`src/mul_pkg.sv`:
```
package mul_pkg;

    localparam int operand_w = 32;
    localparam int product_w = 2 * operand_w;
    // weights 0 .. 62 carry partial products
    localparam int col_count = product_w - 1;
    localparam int max_height = operand_w;
    localparam int stage_count = 8;

    // height limit reached after each reduction stage
    localparam int dadda_limits [stage_count] = '{28, 19, 13, 9, 6, 4, 3, 2};

    typedef logic [operand_w-1:0] operand_t;

    // product seen whole or as hi/lo words
    typedef union packed {
        logic [product_w-1:0] full;
        operand_t [1:0]       half;
    } product_u;

    // bits in column w of the raw partial-product triangle
    function automatic int pp_height(int w);
        return (w < operand_w) ? w + 1 : col_count - w;
    endfunction

    // schedule of the stage that reduces to lim, for column w
    // sel 0 returns the incoming height, 1 the carries in, 2 full adders, 3 half adders
    function automatic int dadda_col(int lim, int w, int sel);
        int h [col_count];
        int c;
        int tot;
        int ex;
        int nf;
        int nh;
        int res;
        res = 0;
        for (int i = 0; i < col_count; i++)
            h[i] = pp_height(i);
        // replay every stage that runs ahead of this one
        for (int s = 0; s < stage_count; s++)
        begin
            if (dadda_limits[s] > lim)
            begin
                c = 0;
                for (int i = 0; i < col_count; i++)
                begin
                    tot = h[i] + c;
                    ex = (tot > dadda_limits[s]) ? tot - dadda_limits[s] : 0;
                    nf = ex / 2;
                    nh = ex % 2;
                    h[i] = tot - 2 * nf - nh;
                    c = nf + nh;
                end
            end
        end
        // walk this stage from weight 0 up to column w
        c = 0;
        for (int i = 0; i <= w; i++)
        begin
            tot = h[i] + c;
            ex = (tot > lim) ? tot - lim : 0;
            nf = ex / 2;
            nh = ex % 2;
            if (i == w)
            begin
                case (sel)
                    0: res = h[i];
                    1: res = c;
                    2: res = nf;
                    default: res = nh;
                endcase
            end
            c = nf + nh;
        end
        return res;
    endfunction

endpackage
```
`src/mul_top.sv`:
```
`timescale 1ns/1ps

module mul_top (
    input  logic              clk,
    input  logic              rst_n,
    input  mul_pkg::operand_t a,
    input  mul_pkg::operand_t b,
    output mul_pkg::operand_t hi,
    output mul_pkg::operand_t lo
);

    mul_pkg::operand_t a_q;
    mul_pkg::operand_t b_q;
    logic [mul_pkg::product_w-1:0] row_sum;
    logic [mul_pkg::product_w-1:0] row_carry;
    mul_pkg::product_u product;

    operand_capture u_capture (
        .clk   (clk),
        .rst_n (rst_n),
        .a     (a),
        .b     (b),
        .a_q   (a_q),
        .b_q   (b_q)
    );

    dadda_tree u_tree (
        .a_q       (a_q),
        .b_q       (b_q),
        .row_sum   (row_sum),
        .row_carry (row_carry)
    );

    product_adder u_adder (
        .clk       (clk),
        .rst_n     (rst_n),
        .row_sum   (row_sum),
        .row_carry (row_carry),
        .product   (product)
    );

    // hi is half 1, lo is half 0
    assign hi = product.half[1];
    assign lo = product.half[0];

endmodule

```
`src/product_adder.sv`:
```
`timescale 1ns/1ps

module product_adder (
    input  logic                            clk,
    input  logic                            rst_n,
    input  logic [mul_pkg::product_w-1:0]   row_sum,
    input  logic [mul_pkg::product_w-1:0]   row_carry,
    output mul_pkg::product_u               product
);

    // one extra bit to expose the carry out of bit 63
    logic [mul_pkg::product_w:0] sum_ext;

    assign sum_ext = {1'b0, row_sum} + {1'b0, row_carry};

    always_ff @(posedge clk)
    begin
        if (!rst_n)
        begin
            product <= '0;
        end
        else
        begin
            product.full <= sum_ext[mul_pkg::product_w-1:0];
        end
    end

    // the two rows of a 32x32 product must never overflow 64 bits
    no_overflow: assert property (
        @(posedge clk) disable iff (!rst_n) !sum_ext[mul_pkg::product_w]
    )
        else $error("product_adder: carry out of bit 63, reduction tree is wrong");

endmodule

```
`src/dadda_tree.sv`:
```
`timescale 1ns/1ps

module dadda_tree (
    input  mul_pkg::operand_t               a_q,
    input  mul_pkg::operand_t               b_q,
    output logic [mul_pkg::product_w-1:0]   row_sum,
    output logic [mul_pkg::product_w-1:0]   row_carry
);

    // raw partial products, packed from bit 0 of each column
    logic [mul_pkg::max_height-1:0] pp [mul_pkg::col_count];

    for (genvar w = 0; w < mul_pkg::col_count; w++)
    begin : g_pp
        localparam int lo_j = (w < mul_pkg::operand_w) ? 0 : w - mul_pkg::operand_w + 1;
        localparam int n    = mul_pkg::pp_height(w);

        for (genvar k = 0; k < n; k++)
        begin : g_and
            assign pp[w][k] = a_q[w-lo_j-k] & b_q[lo_j+k];
        end

        for (genvar k = n; k < mul_pkg::max_height; k++)
        begin : g_zero
            assign pp[w][k] = 1'b0;
        end
    end

    // eight stages, each one narrower than the last
    for (genvar s = 0; s < mul_pkg::stage_count; s++)
    begin : g_stage
        localparam int lim  = mul_pkg::dadda_limits[s];
        localparam int in_h = (s == 0) ? mul_pkg::max_height
                                       : mul_pkg::dadda_limits[(s > 0) ? s - 1 : 0];

        logic [lim-1:0] cols [mul_pkg::col_count];

        if (s == 0)
        begin : g_first
            dadda_stage #(
                .limit     (lim),
                .in_height (in_h)
            ) u_stage (
                .cols_in  (pp),
                .cols_out (cols)
            );
        end
        else
        begin : g_next
            dadda_stage #(
                .limit     (lim),
                .in_height (in_h)
            ) u_stage (
                .cols_in  (g_stage[s-1].cols),
                .cols_out (cols)
            );
        end
    end

    for (genvar w = 0; w < mul_pkg::col_count; w++)
    begin : g_rows
        assign row_sum[w]   = g_stage[mul_pkg::stage_count-1].cols[w][0];
        assign row_carry[w] = g_stage[mul_pkg::stage_count-1].cols[w][1];
    end

    // no partial product reaches weight 63
    assign row_sum[mul_pkg::product_w-1]   = 1'b0;
    assign row_carry[mul_pkg::product_w-1] = 1'b0;

endmodule

```
`src/dadda_stage.sv`:
```
`timescale 1ns/1ps

module dadda_stage #(
    parameter int limit     = 2,
    parameter int in_height = 3
) (
    input  logic [in_height-1:0] cols_in  [mul_pkg::col_count],
    output logic [limit-1:0]     cols_out [mul_pkg::col_count]
);

    // carries leaving each column, picked up by the one above
    logic [in_height-1:0] carry_out [mul_pkg::col_count];

    for (genvar w = 0; w < mul_pkg::col_count; w++)
    begin : g_col
        localparam int h     = mul_pkg::dadda_col(limit, w, 0);
        localparam int c_in  = mul_pkg::dadda_col(limit, w, 1);
        localparam int n_fa  = mul_pkg::dadda_col(limit, w, 2);
        localparam int n_ha  = mul_pkg::dadda_col(limit, w, 3);
        localparam int used  = 3 * n_fa + 2 * n_ha;
        localparam int base  = n_fa + n_ha;
        localparam int pass  = h - used;
        localparam int fill  = base + pass + c_in;

        // 3:2 cells
        for (genvar k = 0; k < n_fa; k++)
        begin : g_fa
            logic x;
            logic y;
            logic z;
            assign x = cols_in[w][3*k];
            assign y = cols_in[w][3*k+1];
            assign z = cols_in[w][3*k+2];
            assign cols_out[w][k] = x ^ y ^ z;
            assign carry_out[w][k] = (x & y) | (z & (x ^ y));
        end

        // 2:2 cells after the full adders
        for (genvar k = 0; k < n_ha; k++)
        begin : g_ha
            logic x;
            logic y;
            assign x = cols_in[w][3*n_fa+2*k];
            assign y = cols_in[w][3*n_fa+2*k+1];
            assign cols_out[w][n_fa+k] = x ^ y;
            assign carry_out[w][n_fa+k] = x & y;
        end

        for (genvar k = base; k < in_height; k++)
        begin : g_carry_zero
            assign carry_out[w][k] = 1'b0;
        end

        // bits left untouched drop straight through
        for (genvar k = 0; k < pass; k++)
        begin : g_pass
            assign cols_out[w][base+k] = cols_in[w][used+k];
        end

        // carries from the column below sit on top
        for (genvar k = 0; k < c_in; k++)
        begin : g_cin
            assign cols_out[w][base+pass+k] = carry_out[w-1][k];
        end

        for (genvar k = fill; k < limit; k++)
        begin : g_zero
            assign cols_out[w][k] = 1'b0;
        end
    end

endmodule

```
`src/operand_capture.sv`:
```
`timescale 1ns/1ps

module operand_capture (
    input  logic              clk,
    input  logic              rst_n,
    input  mul_pkg::operand_t a,
    input  mul_pkg::operand_t b,
    output mul_pkg::operand_t a_q,
    output mul_pkg::operand_t b_q
);

    // a fresh pair is taken on every edge
    always_ff @(posedge clk)
    begin
        if (!rst_n)
        begin
            a_q <= '0;
            b_q <= '0;
        end
        else
        begin
            a_q <= a;
            b_q <= b;
        end
    end

    // unknown operand bits would spread through the whole tree
    operands_known: assert property (
        @(posedge clk) rst_n |-> !$isunknown({a, b})
    )
        else $error("operand_capture: unknown bits on a or b");

endmodule

```
`config.mk`:
```
export PLATFORM = sky130hd
export DESIGN_NAME = mul_top
export DESIGN_NICKNAME = d
export VERILOG_FILES = /design/src/mul_pkg.sv /design/src/mul_top.sv /design/src/product_adder.sv /design/src/dadda_tree.sv /design/src/dadda_stage.sv /design/src/operand_capture.sv
export SDC_FILE = /design/constraint.sdc
export NUM_CORES = 2
export LEC_CHECK = 0
export ABC_AREA = 1
export BUFFER_PORTS_ARGS = -buffer_cell sky130_fd_sc_hd__buf_2
export CORE_ASPECT_RATIO = 0.75
export CORE_MARGIN = 8
export CORE_UTILIZATION = 60
export DETAILED_ROUTE_END_ITERATION = 10
export PLACE_DENSITY = 0.79
export SLEW_MARGIN = 0
export SYNTH_ARGS = -nofsm -noshare
export SYNTH_HDL_FRONTEND = slang
export SYNTH_SLANG_ARGS = --single-unit
```
`constraint.sdc`:
```
create_clock -name clk -period 13.3 [get_ports clk]
set_input_delay 0.665 -clock clk [delete_from_list [all_inputs] [get_ports clk]]
set_output_delay 0.665 -clock clk [all_outputs]
set_load 0.01 [all_outputs]
```
==> flow_metrics.env <==
export IMPL_outcome="finished clean"
export IMPL_mappedNetlistArea_um2=36800
export IMPL_timing_worst_setup_path_type="reg2reg"
export IMPL_fillCellCount=5176
export IMPL_synth_edf_count=0
export IMPL_path_buf_inv=6
export IMPL_portBuffers=129
export IMPL_synth_compound_area_share_pct=1.94
export IMPL_drc=0
export IMPL_grt_overflow_total=0
export IMPL_cts_tree="yes"
export IMPL_cts_setup_buffers=0
export IMPL_via_count=31100
export IMPL_yosys_warnings=0
export IMPL_setup_tns_ps=0
export IMPL_cpPeakStageDelay_ps=560
export IMPL_ctsResizeCount=0
export IMPL_end_kind="flip-flop"
export IMPL_synth_top_family_by_area="adder cells"
export IMPL_syn_num_nets=6056
export IMPL_synth_most_common_cell="inv_1"
export IMPL_power_density_nw_per_um2=150
export IMPL_grt_pass1_vias=33100
export IMPL_ctsRootBufferMaster="clkbuf_16"
export IMPL_synth_adder_area_share_pct=52.1
export IMPL_drive_gt1_share_pct=5.30
export IMPL_area_growth_pct=5.45
export IMPL_holdCritStartpoint="b[31]"
export IMPL_grt_setup_unrepaired="no"
export IMPL_dr_pass1_iters=6
export IMPL_async_flop_share_pct=0
export IMPL_worst_slew_pin_slew_ps=844
export IMPL_final_cell_area_um2=38800
export IMPL_crit_arrival_ps=7760
export IMPL_maxSlewViolCount=0
export IMPL_core_um2=60500
export IMPL_synth_simple_gate_area_share_pct=20.0
export IMPL_min_period_over_period_pct=55.3
export IMPL_grt_usage_pct=35.4
export IMPL_crit_path_cell_trace="buf_4 -> nand2_1 -> fa_1 -> inv_1 -> fa_1 -> inv_1 -> fa_1 -> inv_1 -> fa_1 -> fa_1 -> fa_1 -> inv_1 -> fa_1 -> fa_1 -> inv_1 -> ha_1 -> nand2_2 -> nor2_1 -> nand2_1 -> nor2_1 -> and3_1 -> nand2_1 -> a21oi_1 -> nor2_1"
export IMPL_dp_final_hpwl_mm=83.6
export IMPL_cp_max_fo=32
export IMPL_p_leak_nw=23.7
export IMPL_relSlewSlack_pct=43.7
export IMPL_grt_pass1_wl_mm=187
export IMPL_start_util_pct=60.8
export IMPL_synth_area_leaders="fa_1, inv_1, nand2_1"
export IMPL_placedCellCount=5785
export IMPL_clock_latency_ps=500
export IMPL_grt_max_degree=74
export IMPL_fmax_mhz=136
export IMPL_ant_nets=0
export IMPL_htreeDepth=4
export IMPL_finalSetupViolCount=0
export IMPL_critPathLaunch="u_capture.b_q[0]"
export IMPL_required_ps=13700
export IMPL_die_h_um=230
export IMPL_cp_start_kind="flip-flop"
export IMPL_synth_largest_area_cell="fa_1"
export IMPL_finalHoldViolations=0
export IMPL_cap_viol_max_count=0
export IMPL_vias_per_cell=5.35
export IMPL_clk_path_buf_depth=2
export IMPL_cts_hold_buf=0
export IMPL_critPathSlowestCell="fa_1"
export IMPL_placed_cell_area_um2=38100
export IMPL_wl_mm=117
export IMPL_synth_common_cells="inv_1, nand2_1, fa_1"
export IMPL_diodes=0
export IMPL_post_drt_wl_per_cell_um=20.1
export IMPL_cts_made_buffers=17
export IMPL_syn_area_per_cell_um2=7.36
export IMPL_io_pin_count=130
export IMPL_rows=78
export IMPL_antenna_found_initial=0
export IMPL_synth_top_area_share_pct=49.0
export IMPL_ys_types=28
export IMPL_gp_congestion=1.01
export IMPL_instances_no_fill=5817
export IMPL_crit_family="adder cells"
export IMPL_ys_seq_area_share_pct=6.97
export IMPL_ys_ff_latch=128
export IMPL_cp_common_cell="fa_1"
export IMPL_first_iter_violations=3579
export IMPL_synthXorXnorAreaFrac_pct=0
export IMPL_die_width_um=302
export IMPL_nets=6063
export IMPL_syn_inst=4997
export IMPL_ys_flop_type="dfxtp_1"
export IMPL_numClockSinks=128
export IMPL_r2r_start="u_capture.b_q[0]"
export IMPL_min_path_type="in2reg"
export IMPL_clk_pin_slew_worst_paths_ps=80
export IMPL_fin_skew_ps=23.4
export IMPL_finalCriticalPeriod_ps=7360
export IMPL_vdd_drop_max_mv=0.209
export IMPL_synthMuxAreaShare_pct=0
export IMPL_dieArea_um2=69600
-- worst reg2reg max path: stages (launching register included) --
cell and delay, ps:
dfxtp_1 310, buf_4 400, nand2_1 180, fa_1 560, inv_1 50, fa_1 530
inv_1 60, fa_1 530, inv_1 60, fa_1 510, fa_1 530, fa_1 540
inv_1 50, fa_1 500, fa_1 550, inv_1 40, ha_1 430, nand2_2 150
nor2_1 260, nand2_1 160, nor2_1 350, and3_1 220, nand2_1 70, a21oi_1 160
nor2_1 60
-- final cells by class --
cell class,count,area (µm²),share of cell area (%)
clock buffer,17,425,1.10
clock inverter,15,223,0.574
inverter,1646,6180,15.9
multi-input combinational,3017,27300,70.3
sequential,128,2560,6.61
tap,800,1000,2.58
timing repair buffer,194,1140,2.93
-- cells in the final DEF, fill, tap and decap left out, types with 17 or more instances in the layout --
cell type / netlist / layout
buf_2: 2 / 128
nand2_1: 1626 / 1626
dfxtp_1: 128 / 127
buf_4: 0 / 66
nand2_2: 20 / 20
inv_1: 1646 / 1646
nor2_1: 137 / 137
ha_1: 93 / 93
a21oi_1: 97 / 97
nand3_1: 54 / 54
o21ai_0: 28 / 28
clkbuf_16: 0 / 17
fa_1: 900 / 900
-- through the flow --
| stage | hold WS, ps | setup slack, ps | utilization, % | power (mW) |
|---|---|---|---|---|
| floorplan | 445 | 6860 | - | 3.63 |
| global placement | 777 | 6230 | 63.0 | 5.08 |
| detailed placement | 773 | 6120 | 63.0 | 5.12 |
| CTS | 312 | 6090 | 64.1 | 5.72 |
| global route | 333 | 5700 | 64.1 | 6.39 |
| finish | 341 | 5940 | 64.1 | 5.81 |
-- logic make-up after synthesis --
logic type      after synthesis
buf+inv                    1852
fa+ha+maj                   993
simple gates               1887
compound gates              137
flops                       128
-- final timing paths --
path / slack, ps / cells after the start / to
worst max-delay path: 5940 / 24 / u_adder.product[59]
worst min-delay path: 340 / 3 / u_capture.b_q[31]
worst max register to register: 5940 / 24 / u_adder.product[59]
worst min register to register: 800 / 3 / u_adder.product[0]
-- routing by layer --
layer  up-vias  routed length, µm  track usage [%]
met1     14800              43000             47.0
met3       531              18200             12.4
met4         0               7110             17.5
met5         -                  0                0
li1      13500                  -                -
met2      2254              48500             51.5
-- report_power, final --
| group | total [mW] | leakage [nW] | switching (mW) | internal [mW] |
|---|---|---|---|---|
| logic | 4.75 | 22.3 | 3.26 | 1.49 |
| clock network | 0.563 | 0.320 | 0.243 | 0.320 |
| registers | 0.499 | 1.06 | 0.0275 | 0.471 |
-- flip-flops by register name, summed over array words and instances (netlist names) --
| register | cells |
|---|---|
| u_adder.product | 64 |
| u_capture.a_q | 32 |
| u_capture.b_q | 32 |
(Power assumes the default switching activity.)
